<file path="config.mk">
export PLATFORM = sky130hd
export DESIGN_NAME = dsp
export DESIGN_NICKNAME = d
export VERILOG_FILES = /design/src/rtl/dsp_pkg.sv /design/src/rtl/dsp.sv /design/src/rtl/capture_writer.sv /design/src/rtl/gate_acc.sv /design/src/rtl/proc_core.sv /design/src/rtl/shot_sequencer.sv
export VERILOG_INCLUDE_DIRS = /design/src /design/src/rtl
export SDC_FILE = /design/constraint.sdc
export NUM_CORES = 1
export LEC_CHECK = 0
export ABC_AREA = 1
export BUFFER_PORTS_ARGS = -buffer_cell sky130_fd_sc_hd__buf_2
export CAP_MARGIN = 20
export CORE_MARGIN = 3
export CORE_UTILIZATION = 42
export CTS_BUF_LIST = sky130_fd_sc_hd__clkbuf_16
export DETAILED_ROUTE_END_ITERATION = 10
export RECOVER_POWER = 100
export SETUP_SLACK_MARGIN = 0.15
export SLEW_MARGIN = 40
export SYNTH_ARGS = -nofsm -noshare
export SYNTH_HDL_FRONTEND = slang
export SYNTH_SLANG_ARGS = --single-unit
</file>
<file path="constraint.sdc">
create_clock -name dspif -period 5.58 [get_ports dspif]
set_input_delay 0.558 -clock dspif [delete_from_list [all_inputs] [get_ports dspif]]
set_output_delay 0.558 -clock dspif [all_outputs]
set_load 0.005 [all_outputs]
</file>
<file path="src/rtl/dsp_params.svh">
`ifndef DSP_PARAMS_SVH
`define DSP_PARAMS_SVH

// number of processor cores, and of gate accumulators.
`define DSP_NPROC 2

// command memory address width per core.
`define DSP_CMD_AW 4

// accumulation buffer address width, 8 entries per core.
`define DSP_ACC_AW 3

// acquisition buffer address width.
`define DSP_ACQ_AW 5

// cycles from the top-level adc input to the acquisition buffer write.
// the input register counts as one of them, so this must be at least 3.
`define DSP_ACQ_DELAY 3

`endif
</file>
<file path="src/rtl/dsp_pkg.sv">
`default_nettype none
`include "dsp_params.svh"

package dsp_pkg;

	typedef logic signed [15:0] sample_t;

	typedef struct packed {
		sample_t x;
		sample_t y;
	} adc_pair_t;

	typedef logic [15:0] tcnt_t;

	typedef logic [`DSP_CMD_AW-1:0] cmd_addr_t;
	typedef logic [`DSP_ACC_AW-1:0] acc_addr_t;
	typedef logic [`DSP_ACQ_AW-1:0] acq_addr_t;

	// one gate window. start is compared against the shot timer.
	typedef struct packed {
		logic last;
		logic [14:0] start;
		logic [15:0] len;
	} cmd_t;

	typedef logic signed [31:0] acc_t;

	typedef struct packed {
		logic we;
		acc_addr_t addr;
		struct packed {
			acc_t x;
			acc_t y;
		} data;
	} accbuf_wr_t;

	typedef struct packed {
		logic we;
		acq_addr_t addr;
		adc_pair_t data;
	} acqbuf_wr_t;

	typedef enum logic [2:0] {IDLE, START, PROCRUN, MORESHOT, SHOTADD, DONE} seq_state_t;

endpackage

`default_nettype wire

</file>
<file path="src/rtl/dsp.sv">
`timescale 1ns/1ns
`default_nettype none
`include "dsp_params.svh"

module dsp import dsp_pkg::*; (
	input wire dspif,
	input wire rst_n,
	input wire adc_pair_t adc,
	input wire stb_start,
	input wire [31:0] nshot,
	input wire resetacc,
	input wire stb_reset_bram_read,
	input wire cmd_t cmd_data [`DSP_NPROC],
	output cmd_addr_t cmd_addr [`DSP_NPROC],
	output logic lastshotdone,
	output logic [31:0] shotcnt,
	output accbuf_wr_t accbuf [`DSP_NPROC],
	output acqbuf_wr_t acqbuf
);

	adc_pair_t adc_q;
	logic resetacc_q;
	logic [`DSP_NPROC-1:0] core_reset;
	logic [`DSP_NPROC-1:0] procdone;
	logic [`DSP_NPROC-1:0] gate;

	always_ff @(posedge dspif) begin
		adc_q <= adc;
	end

	always_ff @(posedge dspif) begin
		if (!rst_n) begin
			resetacc_q <= 1'b0;
		end else begin
			resetacc_q <= resetacc;
		end
	end

	shot_sequencer seq_i (
		.dspif(dspif),
		.rst_n(rst_n),
		.stb_start(stb_start),
		.nshot(nshot),
		.procdone(procdone),
		.core_reset(core_reset),
		.lastshotdone(lastshotdone),
		.shotcnt(shotcnt)
	);

	// each core drives the gate of its own accumulator.
	for (genvar i = 0; i < `DSP_NPROC; i++) begin : g_proc
		proc_core core_i (
			.dspif(dspif),
			.core_reset(core_reset[i]),
			.cmd_data(cmd_data[i]),
			.cmd_addr(cmd_addr[i]),
			.gate(gate[i]),
			.procdone(procdone[i])
		);

		gate_acc acc_i (
			.dspif(dspif),
			.rst_n(rst_n),
			.adc_q(adc_q),
			.gate(gate[i]),
			.resetacc(resetacc_q),
			.accbuf(accbuf[i])
		);
	end

	capture_writer cap_i (
		.dspif(dspif),
		.rst_n(rst_n),
		.adc_q(adc_q),
		.stb_reset_bram_read(stb_reset_bram_read),
		.acqbuf(acqbuf)
	);

endmodule

`default_nettype wire

</file>
<file path="src/rtl/capture_writer.sv">
`timescale 1ns/1ns
`default_nettype none
`include "dsp_params.svh"

module capture_writer import dsp_pkg::*; (
	input wire dspif,
	input wire rst_n,
	input wire adc_pair_t adc_q,
	input wire stb_reset_bram_read,
	output acqbuf_wr_t acqbuf
);

	// adc_q and the output register account for two of the delay cycles.
	localparam int LINE = `DSP_ACQ_DELAY - 2;

	adc_pair_t dly [LINE];
	adc_pair_t data;
	logic stb_q;
	acq_addr_t addr;
	logic we;

	assign we = !(&addr);

	// capture stays parked on the last address until the first read-reset strobe.
	always_ff @(posedge dspif) begin
		if (!rst_n) begin
			stb_q <= 1'b0;
			addr <= '1;
		end else begin
			stb_q <= stb_reset_bram_read;
			if (stb_q) begin
				addr <= '0;
			end else if (we) begin
				addr <= addr + 1'b1;
			end
		end
	end

	always_ff @(posedge dspif) begin
		dly[0] <= adc_q;
		for (int i = 1; i < LINE; i++) begin
			dly[i] <= dly[i-1];
		end
		data <= dly[LINE-1];
	end

	assign acqbuf = {we, addr, data};

endmodule

`default_nettype wire

</file>
<file path="src/rtl/gate_acc.sv">
`timescale 1ns/1ns
`default_nettype none
`include "dsp_params.svh"

module gate_acc import dsp_pkg::*; (
	input wire dspif,
	input wire rst_n,
	input wire adc_pair_t adc_q,
	input wire gate,
	input wire resetacc,
	output accbuf_wr_t accbuf
);

	acc_t sum_x;
	acc_t sum_y;
	acc_t data_x;
	acc_t data_y;
	logic gate_d;
	logic gate_fall;
	logic we;
	acc_addr_t addr;

	assign gate_fall = gate_d && !gate;

	always_ff @(posedge dspif) begin
		if (!rst_n) begin
			gate_d <= 1'b0;
			we <= 1'b0;
			addr <= '0;
			sum_x <= '0;
			sum_y <= '0;
		end else begin
			gate_d <= gate;
			we <= gate_fall;
			// the running sum is handed off and restarted once the window is over.
			if (gate_fall) begin
				sum_x <= '0;
				sum_y <= '0;
			end else if (gate) begin
				sum_x <= sum_x + acc_t'(adc_q.x);
				sum_y <= sum_y + acc_t'(adc_q.y);
			end
			// address locks on the last entry until the host clears it.
			if (resetacc) begin
				addr <= '0;
			end else if (we && !(&addr)) begin
				addr <= addr + 1'b1;
			end
		end
	end

	always_ff @(posedge dspif) begin
		if (gate_fall) begin
			data_x <= sum_x;
			data_y <= sum_y;
		end
	end

	assign accbuf = {we, addr, data_x, data_y};

endmodule

`default_nettype wire

</file>
<file path="src/rtl/proc_core.sv">
`timescale 1ns/1ns
`default_nettype none
`include "dsp_params.svh"

module proc_core import dsp_pkg::*; (
	input wire dspif,
	input wire core_reset,
	input wire cmd_t cmd_data,
	output cmd_addr_t cmd_addr,
	output logic gate,
	output logic procdone
);

	// shot timer, counting from zero once the core leaves reset.
	tcnt_t tcnt;

	// cmd_data matches cmd_addr only one cycle after the address moves.
	logic cmd_valid;

	// window bounds carry one extra bit so start plus len never wraps.
	logic [16:0] tcnt_ext;
	logic [16:0] win_start;
	logic [16:0] win_stop;
	logic in_window;
	logic closing;

	assign tcnt_ext = {1'b0, tcnt};
	assign win_start = {2'b00, cmd_data.start};
	assign win_stop = win_start + {1'b0, cmd_data.len};
	assign in_window = (tcnt_ext >= win_start) && (tcnt_ext < win_stop);

	assign gate = cmd_valid && in_window;

	// the window ends after this cycle.
	// a window already behind the timer is dropped instead of stalling the core.
	assign closing = cmd_valid && (tcnt_ext + 17'd1 >= win_stop);

	// after a close the next command is valid two counts later,
	// so a following window should start at least one count after this one ends.
	always_ff @(posedge dspif) begin
		if (core_reset) begin
			tcnt <= '0;
			cmd_addr <= '0;
			cmd_valid <= 1'b0;
			procdone <= 1'b0;
		end else begin
			tcnt <= tcnt + 16'd1;
			if (closing) begin
				cmd_valid <= 1'b0;
				if (cmd_data.last) begin
					procdone <= 1'b1;
				end else begin
					cmd_addr <= cmd_addr + 1'b1;
				end
			end else if (!cmd_valid && !procdone) begin
				cmd_valid <= 1'b1;
			end
		end
	end

endmodule

`default_nettype wire

</file>
<file path="src/rtl/shot_sequencer.sv">
`timescale 1ns/1ns
`default_nettype none
`include "dsp_params.svh"

module shot_sequencer import dsp_pkg::*; (
	input wire dspif,
	input wire rst_n,
	input wire stb_start,
	input wire [31:0] nshot,
	input wire [`DSP_NPROC-1:0] procdone,
	output logic [`DSP_NPROC-1:0] core_reset,
	output logic lastshotdone,
	output logic [31:0] shotcnt
);

	seq_state_t state;
	seq_state_t next_state;
	logic [31:0] nshot_q;
	logic [31:0] shot_num;
	logic [31:0] next_shot;

	assign next_shot = shot_num + 32'd1;

	always_comb begin
		next_state = state;
		case (state)
			IDLE: begin
				if (stb_start) begin
					next_state = START;
				end
			end
			START: begin
				next_state = PROCRUN;
			end
			PROCRUN: begin
				if (&procdone) begin
					next_state = MORESHOT;
				end
			end
			MORESHOT: begin
				// a count of zero still runs a single shot.
				if (nshot_q == 32'd0 || next_shot == nshot_q) begin
					next_state = DONE;
				end else begin
					next_state = SHOTADD;
				end
			end
			SHOTADD: begin
				next_state = START;
			end
			DONE: begin
				next_state = IDLE;
			end
			default: begin
				next_state = IDLE;
			end
		endcase
	end

	// outputs are registered from the next state so they line up with the state itself.
	always_ff @(posedge dspif) begin
		if (!rst_n) begin
			state <= IDLE;
			core_reset <= '1;
			lastshotdone <= 1'b0;
			shot_num <= '0;
			shotcnt <= '0;
			nshot_q <= '0;
		end else begin
			state <= next_state;
			core_reset <= {`DSP_NPROC{!(next_state == START || next_state == PROCRUN)}};
			lastshotdone <= (next_state == DONE);
			if (state == IDLE || state == START) begin
				nshot_q <= nshot;
			end
			if (state == IDLE && next_state == START) begin
				shotcnt <= '0;
			end else if (next_state == SHOTADD) begin
				shotcnt <= shot_num;
				shot_num <= next_shot;
			end else if (next_state == DONE) begin
				shot_num <= '0;
			end
		end
	end

endmodule

`default_nettype wire

</file>
# Word level (Yosys, flattened, before mapping)
# Memories as Yosys holds them, arrays and structs flattened. A register that Yosys moved wholly into a read port is not among the register bits.
# Cells that the tools add are included.
[classes]
addsub = 16
n_lt_le_gt_ge = 6
n_eq_ne = 10
muxes = 8
n_bitwise = 4
reduce_logical = 44
[ops]
columns = ["op", "n"]
rows = [
  ["$add 32x16->32", 4],
  ["$mux 32", 2],
  ["$add 15x16->17", 2],
  ["$add 16x1->17 const B", 2],
  ["$ge 17x17->1", 2],
  ["$lt 16x17->1", 2],
  ["$add 16x1->16 const B", 2],
  ["$add 32x1->32 const B", 1],
  ["$eq 32x32->1", 1],
  ["$ge 16x15->1", 2],
  ["$logic_not 32->1", 1],
  ["$pmux 3 s5", 1],
  ["$logic_and 1x1->1", 13],
  ["$reduce_and 2->1", 6],
  ["$reduce_or 2->1", 6],
  ["$logic_not 1->1", 10],
  ["$mux 5", 2],
  ["$eq 3x2->1 const B", 3],
  ["$eq 3x3->1 const B", 3],
  ["$add 4x1->4 const B", 2],
  ["$add 3x1->3 const B", 2],
  ["$eq 3x1->1 const B", 2],
  ["$mux 3", 2],
  ["$reduce_and 3->1", 2],
  ["other kinds (8)", 13],
]
[word_totals]
register_bits = 450
mem_bits_rw = 32
inputBits = 133
out_inout_bits = 215
elab_cells = 122
mem_count = 1
[memory_table]
columns = ["name", "depth", "width", "rd", "rd_clocked_by_memory_dff", "wr", "line_no", "text"]
rows = [
  ["cap_i.dly", 1, 32, 1, 1, 1, "capture_writer.sv:16", "adc_pair_t dly [LINE];"],
]

# Logic depth before layout (Yosys ltp)
# Gate-level depths: netlist of run 1.
[logic_depth]
word_depth = 9
mapped_depth = 27
ltp_nobuf = 26

# Modules after synthesis
# From an unflattened synthesis of run 1, not the netlist that was laid out.
[hier_totals]
hier_cells = 4880
hier_area_um2 = 32640.1
[modules_own_cells]
columns = ["module", "n_inst", "cells_per_inst", "area_per_inst_um2", "seq_area_each_um2"]
rows = [
  ["gate_acc at g_proc[0].acc_i", 1, 1438, 9434.0, 3303.2],
  ["gate_acc at g_proc[1].acc_i", 1, 1438, 9384.0, 3303.2],
  ["proc_core", 2, 447, 2944.1, 440.4],
  ["shot_sequencer", 1, 971, 5689.2, 2021.9],
  ["capture_writer", 1, 104, 1576.5, 1401.3],
  ["dsp", 1, 35, 668.1, 660.6],
]

# Worst setup path before layout of run 1
# No wires, ideal clock.
[synth_timing]
path_type = "input port to flip-flop"
startpoint = "input port cmd_data[0] in the netlist's numbering"
endpoint = "register g_proc[1].acc_i.data_x[0] (enable)"
setup_ps = 418
t_arrival_ps = 4299
t_required_ps = 5162
slack_ps = 863
stages = 21
n_path_buf = 0
cell_sequence = "ha_1 -> fa_1 -> a21oi_1 -> o21ai_1 -> a21oi_1 -> xor2_1 -> ha_1 -> nand2_1 -> nor2_1 -> nand3_1 -> nand4_1 -> nand3_1 -> nand2_1 -> nand2_1 -> nand2_1 -> nand2_1 -> nand2_1 -> nand2_1 -> nand2_1 -> nand2_1 -> inv_1"
[synth_via]
elab_chain_len = 6
[synth_lines]
columns = ["item", "line_no", "text"]
rows = [
  ["start, declared", "dsp.sv:13", "input wire cmd_t cmd_data [`DSP_NPROC],"],
  ["$add 15x16->17", "proc_core.sv:29", "assign win_stop = win_start + {1'b0, cmd_data.len};"],
  ["$lt 16x17->1", "proc_core.sv:30", "assign in_window = (tcnt_ext >= win_start) && (tcnt_ext < win_stop);"],
  ["$logic_and 1x1->1", "proc_core.sv:30", ""],
  ["$logic_and 1x1->1", "proc_core.sv:32", "assign gate = cmd_valid && in_window;"],
  ["$logic_not 1->1", "gate_acc.sv:23", "assign gate_fall = gate_d && !gate;"],
  ["$logic_and 1x1->1", "gate_acc.sv:23", ""],
  ["net g_proc[1].acc_i.gate_fall", "gate_acc.sv:19", "logic gate_fall;"],
  ["end signal, assigned", "gate_acc.sv:54", "data_x <= sum_x;"],
  ["end, declared", "gate_acc.sv:16", "acc_t data_x;"],
]
# The timed path passes the listed nets, and every way through them passes these cells.
# A chain may end at the register's enable or synchronous reset.

# Final worst setup path of run 1
[layout_timing]
startpoint = "input port cmd_data[0] in the netlist's numbering"
endpoint = "register g_proc[1].acc_i.sum_y[10]"
[layout_via]
elab_chain_len = 7
[layout_lines]
columns = ["item", "line_no", "text"]
rows = [
  ["$add 15x16->17 *", "proc_core.sv:29", ""],
  ["$lt 16x17->1 *", "proc_core.sv:30", ""],
  ["$logic_and 1x1->1 *", "proc_core.sv:30", ""],
  ["$logic_and 1x1->1 *", "proc_core.sv:32", ""],
  ["$logic_not 1->1", "gate_acc.sv:23", ""],
  ["$logic_and 1x1->1", "gate_acc.sv:23", ""],
  ["$reduce_or 2->1 (no source line)", "n/a", ""],
  ["end signal, assigned", "gate_acc.sv:41", "sum_y <= sum_y + acc_t'(adc_q.y);"],
  ["end, declared", "gate_acc.sv:15", "acc_t sum_y;"],
]
# Every way passes the cells marked *; elsewhere a longest branch is shown, timed or not.

==> results of run 1 <==
-- worst max path at each step --
stage / depth (start not counted) / endpoint / slack (ps) / startpoint
after floorplan: 21 / g_proc[1].acc_i.data_x[0] / 860 / cmd_data[0]
after global placement: 22 / g_proc[0].acc_i.data_x[8] / 1140 / cmd_data[32]
after detailed placement: 22 / g_proc[0].acc_i.data_x[8] / 1050 / cmd_data[32]
after CTS: 22 / g_proc[0].core_i.cmd_addr[2] / 1540 / g_proc[0].core_i.tcnt[2]
after global routing: 23 / g_proc[1].acc_i.sum_y[17] / 620 / cmd_data[16]
final: 23 / g_proc[1].acc_i.sum_y[10] / 1050 / cmd_data[0]
-- sequential cells by signal, summed over array words and instances, names as in the netlist, 8 cells and up --
register                cells
g_proc.acc_i.data_x        64
cap_i.dly                  32
adc_q                      32
g_proc.acc_i.sum_y         64
seq_i.shotcnt              32
cap_i.acqbuf               32
g_proc.acc_i.sum_x         64
seq_i.nshot_q              32
g_proc.core_i.cmd_addr      8
g_proc.acc_i.data_y        64
seq_i.shot_num             32
g_proc.core_i.tcnt         32
-- cells in the final DEF, fill, tap and decap left out, types with 6 or more instances in the layout --
cell / synthesis / layout
dfxtp_1: 386 / 386
o221ai_1: 7 / 7
buf_4: 6 / 6
fa_1: 6 / 6
o21bai_1: 16 / 17
clkbuf_1: 30 / 162
buf_2: 44 / 188
nand4_1: 48 / 48
xnor2_1: 56 / 56
clkbuf_2: 0 / 6
a221oi_1: 6 / 6
a31oi_1: 18 / 18
inv_1: 477 / 483
xor2_1: 101 / 101
nor2_2: 7 / 6
nand3b_1: 13 / 13
edfxtp_1: 128 / 128
nor2_1: 563 / 563
nor3_1: 33 / 33
clkinv_1: 1 / 10
a21o_1: 30 / 30
o21ai_0: 144 / 147
clkinv_2: 0 / 9
dlygate4sd3_1: 0 / 21
a21oi_1: 305 / 304
ha_1: 253 / 253
nor4_1: 17 / 17
nand2_1: 921 / 923
a21boi_0: 9 / 9
nand3_1: 286 / 287
clkbuf_16: 0 / 63
-- cells in the mapped netlist (2+ instances only) --
cell	n	area [µm²]
nand3b_1	13	97.6
a31oi_1	18	113
nand2_1	921	3460
ha_1	253	3170
xor2_1	101	885
o21ai_1	8	40.0
nor4_1	17	106
buf_4	6	45.0
o22ai_1	2	12.5
a221o_1	2	20.0
fa_1	6	120
nand4_1	48	300
buf_6	8	90.1
edfxtp_1	128	3840
o211a_1	3	30.0
buf_2	44	220
dfxtp_1	386	7730
o221ai_1	7	61.3
nand3_2	2	20.0
or2_2	3	18.8
nand2_2	5	31.3
o21ai_0	144	721
nor3_1	33	165
o31ai_1	4	30.0
a211oi_1	5	37.5
inv_2	4	15.0
inv_1	477	1790
clkbuf_1	30	113
nor2_1	563	2110
a21oi_1	305	1530
a221oi_1	6	52.6
xnor2_1	56	490
a21o_1	30	225
nor3b_1	4	30.0
a21boi_0	9	67.6
buf_1	7	26.3
o211ai_1	2	15.0
o21a_1	5	37.5
o21bai_1	16	120
nand3_1	286	1430
nor2_2	7	43.8
-- cells by family (layout without fill, tap and decap cells) --
kind of cell	after synthesis	after routing	share of synthesized area (%)
and+or+nand+nor	1906	1906	26.5
buffers and inverters	577	976	7.78
AOI/OAI and AO/OA	570	570	10.7
DFF	514	514	39.1
adders and majority gates	259	259	11.1
xor gates and xnor gates	159	159	4.80
other	0	1	0
-- report_power, final --
group / internal [mW] / total [mW] / switching (mW)
Sequential: 3.88 / 3.95 / 0.0679
Clock: 2.14 / 3.76 / 1.61
Combinational: 0.324 / 0.855 / 0.531
Total: 6.35 / 8.56 / 2.21
-- routing by layer --
layer  GRT usage (%)  up-vias
met4            4.84        2
li1                -    13800
met5               0        -
met3            3.62       98
met1            27.6    11800
met2            36.2      491
-- critical path: cells and delay by family --
kind / cells / cell delay, ps
buffers and inverters: 2 / 1230
and+or+nand+nor: 13 / 1160
adders and majority gates: 3 / 970
AOI/OAI and AO/OA: 4 / 940
xor gates and xnor gates: 1 / 160
-- per-stage QoR --
step           hold slack (ps)  worst slack (ps)
2_1_floorplan              310               863
3_3_place_gp               310              1140
3_5_place_dp               312              1050
4_1_cts                   1.35              1540
5_1_grt                   4.67               618
6_report                  37.8              1050
-- cell type report --
type / count / area share (%)
Antenna cell: 1 / 0.00734
Clock buffer: 63 / 4.62
Timing Repair Buffer: 388 / 5.61
Multi-Input combinational cell: 2894 / 46.1
Clock inverter: 43 / 0.969
Sequential cell: 514 / 33.9
Inverter: 482 / 5.31
Tap cell: 931 / 3.42
-- timing repair --
item,CTS,global route
hold endpoints to repair,21,0
hold buffers,21,0
setup endpoints to repair,0,0
==> impl_metrics.csv, run 1 <==
group,metric,value,unit
setup_path,path_max_fanout,65,
yosys,syn_nets,4377,
floorplanning,die_h,271,µm
finish,drive_above_1_share,7.25,%
clock_tree,cts_buffer_depth,3,
setup_path,max_stage_delay,1130,ps
detailed_routing,drc,0,
sta,post-route-min-period,4530,ps
floorplanning,fp.dieW,271,µm
clock_tree,clkTransAtPathRegs,70,ps
run_status,violations,"max-capacitance violations, max-slew violations",
floorplanning,die-area,73700,µm²
finish,multi_input_area,15700,µm²
yosys,ys_seq_elements,514,
yosys,synth_cells,3985,
grt,antenna_found_initial,1,
detailed_routing,viasPerCell,4.92,
detailed_routing,top_layer,"met5",
detailed_routing,wl_met1,37500,µm
min_path,hp-class,"in -> reg",
sta,hold_viol,0,
place,dpl.hpwl,60600,µm
finish,fillCellCount,7058,
clock_tree,clkLatencyLatePin,620,ps
place,place_congestion,0.942,
setup_path,endpoint_kind,"register",
yosys,syn-cell-area,29600,µm²
yosys,async_reset_ff_share,0,%
setup_path,cp_cell_sequence,"buf_2 -> ha_1 -> fa_1 -> a21oi_1 -> o21ai_0 -> a21oi_1 -> xor2_1 -> ha_1 -> nand2_1 -> nor2_1 -> nand3_1 -> nand4_1 -> nand3_1 -> nand2_1 -> nand2_1 -> nand2_1 -> nand2_1 -> nand2_1 -> nand2_1 -> nand2_1 -> clkbuf_2 -> nand2_1 -> a21oi_1",
place,dpl_cell_area,32300,µm²
setup_path,cpMostUsedCell,"nand2_1",
clock_tree,post-cts-setup-buffer-count,0,
setup_path,rr_endpoint,"seq_i.shot_num[15]",
grt,grt-ovfl-total,0,
detailed_routing,wl_met3,3910,µm
sta,fmaxAchievable,221,MHz
setup_path,cp.arrival,5080,ps
min_path,holdPathStages,1,
grt,grt_max_degree,68,
yosys,synth-seq-area-share,39.1,%
yosys,syn_area_per_cell,7.43,µm²
detailed_routing,post_drt_wl_per_cell,15.0,µm
detailed_routing,drt_wl_total,80000,µm
yosys,synth_enable_flop_cells,128,
clock_tree,cts_made_buffers,56,
sta,skew,32.7,ps
floorplanning,rows,96,
place,dp_cells,5188,
finish,fin_area,34100,µm²
detailed_routing,wl_met2,36900,µm
finish,register_area,11600,µm²
floorplanning,start_util,42.8,%
sta,slew_headroom,-34.4,%
detailed_routing,ant_nets,0,
detailed_routing,drt_pass1_iterations,5,
power_and_ir_drop,power.leakage,16.0,nW
sta,fin_crit_sh,81.2,%
yosys,synthDistinctLibCells,52,
setup_path,crit_required,6130,ps
clock_tree,clockRootBuffer,"clkbuf_16",
setup_path,cp_slowest_cell,"clkbuf_2",
setup_path,worstSetupPathType,"in -> reg",
sta,worst_pin_slew,2020,ps
setup_path,rr_startpoint,"seq_i.shot_num[0]",
grt,grtUsageTotal,21.1,%
yosys,synth_flop_cell,"dfxtp_1",
yosys,ys_warn_count,0,
clock_tree,clock-sinks,514,
min_path,hold_end,"adc_q[19]",
clock_tree,h-tree-depth,2,
min_path,hp-start,"adc[19]",
finish,synthToLayoutAreaGrowth,15.2,%
setup_path,rrSetupSlack,1060,ps
grt,grt_pass1_wl,128000,µm
sta,setup_violations,0,
finish,fin_nets,4728,
detailed_routing,num_vias,26200,
power_and_ir_drop,power_density,251,nW/µm²
flow_run,maxCapViolCount,5,
floorplanning,ios,348,
setup_path,reg2regPathDepth,19,
setup_path,startpoint_type,"input pin",
power_and_ir_drop,finalPower,8.56,mW
clock_tree,cts.repair.resized,0,
place,place.port_buffers,347,
finish,finalNonFillerCells,5316,
grt,grt_pass1_vias,24900,
sta,rsz0062_at_grt,"no",
run_status,status,"finished, violations left",
sta,tns,0,ps
detailed_routing,first_iter_violations,1406,
finish,final_util,49.3,%
floorplanning,core_area,69200,µm²
power_and_ir_drop,ir_worst_vdd,221,µV
sta,final_max_slew_viol_count,238,
clock_tree,cts_tree,"done",
(Power assumes the default switching activity.)
==> inputs of run 2 (changes only) <==
--- a/config.mk
+++ b/config.mk
@@ -6,7 +6,7 @@
 export SDC_FILE = /design/constraint.sdc
 export NUM_CORES = 1
 export LEC_CHECK = 0
-export ABC_AREA = 1
+export ABC_AREA = 0
 export BUFFER_PORTS_ARGS = -buffer_cell sky130_fd_sc_hd__buf_2
 export CAP_MARGIN = 20
 export CORE_MARGIN = 3
==> constraint.sdc (replaced) <==
create_clock -name dspif -period 4.6 [get_ports dspif]
set_input_delay 0.46 -clock dspif [delete_from_list [all_inputs] [get_ports dspif]]
set_output_delay 0.46 -clock dspif [all_outputs]
set_load 0.005 [all_outputs]
==> run 2 against run 1 <==
- the flow still finishes with violations (max-capacitance violations, max-slew violations)
- die area is 6.2% lower
- area after synthesis fell by 6.3%
- sequential share of layout area is 1.3 points higher
- sequential cell count unchanged
- total power increased by 22%
- combinational power rose by 33%
- clock-buffer cell count is 4 lower
- clock power grew 20%
- critical path depth fell by 3
- critical path type unchanged
- critical endpoint is now g_proc[0].acc_i.data_y[24]
- largest cell class unchanged
==> impl_metrics.csv, run 2 <==
group,metric,value,unit
clock_tree,clock-sinks,514,
yosys,synth.area.top_cells,"dfxtp_1 28%, edfxtp_1 14%, ha_1 11%",
yosys,synth_enable_flop_cells,128,
detailed_routing,drt_wl_total,72900,µm
setup_path,rrSetupSlack,370,ps
sta,hold_viol,0,
yosys,synthDistinctLibCells,81,
setup_path,rr_startpoint,"seq_i.shot_num[8]",
finish,synthToLayoutAreaGrowth,18.4,%
run_status,violations,"max-capacitance violations, max-slew violations",
flow_run,maxCapViolCount,3,
detailed_routing,post_drt_wl_per_cell,17.3,µm
sta,worst_pin_slew,2340,ps
floorplanning,die_h,263,µm
sta,skew,18.6,ps
power_and_ir_drop,power_density,319,nW/µm²
sta,slew_headroom,-56.1,%
yosys,ys_warn_count,0,
detailed_routing,num_vias,23000,
setup_path,reg2regPathDepth,11,
setup_path,path_delay_family,"compound AO/OA/AOI/OAI gates",
detailed_routing,ant_nets,0,
floorplanning,rows,93,
yosys,syn_nets,3298,
sta,setup_violations,0,
setup_path,critPathBufInv,4,
detailed_routing,wl_met3,3780,µm
yosys,synth_cells,2906,
sta,final_max_slew_viol_count,107,
clock_tree,cts_buffer_depth,3,
min_path,hp-start,"resetacc",
clock_tree,cts_tree,"done",
clock_tree,clockRootBuffer,"clkbuf_16",
setup_path,path_max_fanout,27,
setup_path,endpoint_kind,"register",
power_and_ir_drop,power.leakage,13.8,nW
grt,grt-ovfl-total,0,
finish,fin_nets,3705,
setup_path,rr_endpoint,"seq_i.shot_num[31]",
sta,whs,49.8,ps
setup_path,worstSetupPathType,"in -> reg",
min_path,holdPathStages,2,
detailed_routing,wl_met2,35000,µm
clock_tree,clkTransAtPathRegs,60,ps
detailed_routing,wl_met1,32700,µm
yosys,synth-seq-area-share,41.7,%
run_status,status,"finished, violations left",
sta,rsz0062_at_grt,"yes",
yosys,synth_most_common_cell,"dfxtp_1",
yosys,synth_common_cells,"386 x dfxtp_1, 253 x ha_1, 249 x nand2_1",
detailed_routing,first_iter_violations,1232,
floorplanning,start_util,42.7,%
grt,grt_pass1_wl,119000,µm
detailed_routing,top_layer,"met4",
setup_path,crit_start,"cmd_data[32]",
detailed_routing,drc,0,
detailed_routing,viasPerCell,5.46,
finish,fillCellCount,6129,
floorplanning,die-area,69100,µm²
yosys,syn-cell-area,27700,µm²
floorplanning,fp.dieW,263,µm
finish,fin_area,32800,µm²
setup_path,cpMostUsedCell,"a21o_1",
yosys,synth_area_leader_cell,"dfxtp_1",
floorplanning,core_area,64900,µm²
place,dpl.hpwl,54600,µm
floorplanning,ios,348,
grt,antenna_found_initial,1,
yosys,async_reset_ff_share,0,%
grt,grtUsageTotal,20.5,%
yosys,syn_area_per_cell,9.54,µm²
finish,layout_common_cells,"384 x dfxtp_1, 252 x ha_1, 248 x nand2_1, 243 x a21oi_1, 213 x nor2_1",
sta,post-route-min-period,4290,ps
place,place.port_buffers,347,
grt,grt_pass1_vias,22700,
place,place_congestion,0.900,
power_and_ir_drop,finalPower,10.5,mW
min_path,hp-class,"in -> reg",
grt,grt_max_degree,66,
power_and_ir_drop,ir_worst_vdd,254,µV
clock_tree,clkLatencyLatePin,620,ps
sta,tns,0,ps
finish,layout_commonest_cell,"dfxtp_1",
sta,fmaxAchievable,233,MHz
setup_path,cp.arrival,4550,ps
setup_path,cp_cell_sequence,"buf_2 -> ha_2 -> fa_2 -> a21o_1 -> a221o_1 -> o31a_1 -> a41oi_2 -> nand2b_1 -> a21oi_1 -> xor2_1 -> ha_1 -> a21o_1 -> a21o_1 -> a21oi_1 -> inv_1 -> a311oi_2 -> a22oi_1 -> clkbuf_4 -> and3_1 -> clkbuf_4",
yosys,ys_seq_elements,514,
setup_path,max_stage_delay,450,ps
place,dpl_cell_area,30900,µm²
clock_tree,h-tree-depth,2,
setup_path,crit_required,4870,ps
setup_path,cp_slowest_cell,"clkbuf_4",
yosys,synth_top_area_share,27.9,%
setup_path,startpoint_type,"input pin",
sta,fin_crit_sh,93.2,%
yosys,synth_flop_cell,"dfxtp_1",
min_path,hold_end,"resetacc_q",
finish,drive_above_1_share,13.3,%
detailed_routing,drt_pass1_iterations,6,
clock_tree,cts_made_buffers,57,
[run 2: cell types whose count changed after synthesis, moves of 67 or more]
cell / previous run / this run
mux2i_1: 0 / 96
nand3_1: 286 / 54
xnor2_1: 56 / 123
nor2_1: 563 / 214
inv_1: 477 / 103
nand2_1: 921 / 249
[run 2: how the worst max path moves through the flow]
| stage | depth (start not counted) | end | slack (ps) |
|---|---|---|---|
| 2_1_floorplan | 19 | g_proc[0].acc_i.sum_y[24] | 130 |
| 3_3_place_gp | 20 | g_proc[0].acc_i.sum_y[4] | -210 |
| 3_5_place_dp | 20 | g_proc[0].acc_i.sum_y[4] | -350 |
| 4_1_cts | 20 | g_proc[0].acc_i.sum_y[4] | 320 |
| 5_1_grt | 21 | g_proc[1].core_i.cmd_addr[1] | 50 |
| 6_report | 20 | g_proc[0].acc_i.data_y[24] | 310 |
[run 2: cell families (layout without fill, tap and decap cells)]
group / Yosys count / in the layout / share of synthesized area (%)
mux: 99 / 99 / 3.59
buf+inv: 222 / 677 / 3.22
flops: 514 / 514 / 41.7
fa+ha+maj: 259 / 259 / 11.8
xor+xnor: 194 / 194 / 6.13
compound gates: 725 / 725 / 17.1
other cells: 0 / 1 / 0
simple gates: 893 / 893 / 16.4
[run 2: per-layer routing]
layer,vias up,track usage [%]
met4,0,5.20
li1,11500,-
met2,516,35.6
met5,-,0
met3,104,3.51
met1,11000,26.5
[run 2: worst register-to-register path, stage by stage (launching register included)]
cell and delay, ps:
dfxtp_1 560, nand3_1 330, or4_1 700, or3_1 420
xnor2_1 150, nand4_1 140, nor4_1 90, buf_4 140
a211oi_1 660, nand2_4 350, o41ai_1 480, a31o_2 150
[run 2: what timing repair did]
| item | CTS | global route |
|---|---|---|
| buffers inserted | 0 | 1 |
| endpoints found under the hold margin | 32 | 0 |
| hold buffers | 32 | 0 |
| setup endpoints to repair | 0 | 7 |
| gates resized for setup | 0 | 5 |
[run 2: metrics by stage]
step	worst slack [ps]	util, %	std cells
5_1_grt	53.6	50.6	4216
2_1_floorplan	132	-	2906
3_3_place_gp	-205	47.6	4076
3_5_place_dp	-350	47.6	4076
6_report	315	50.6	4217
4_1_cts	323	51.0	4215
[run 2: area by class of cell]
cell class	instances	area, µm²	share of cell area (%)
Tap cell	855	1070	3.26
Inverter	103	388	1.18
Clock buffer	59	1480	4.49
Multi-Input combinational cell	2170	15300	46.7
Clock inverter	48	390	1.19
Antenna cell	1	2.50	0.00762
Timing Repair Buffer	467	2600	7.92
Sequential cell	514	11600	35.2
[run 2: power breakdown]
part / total, mW / internal [mW] / leakage (nW) / switching (mW)
clock network: 4.51 / 2.56 / 0.931 / 1.94
logic: 1.14 / 0.514 / 8.55 / 0.628
registers: 4.82 / 4.71 / 4.33 / 0.108
total: 10.5 / 7.79 / 13.8 / 2.68
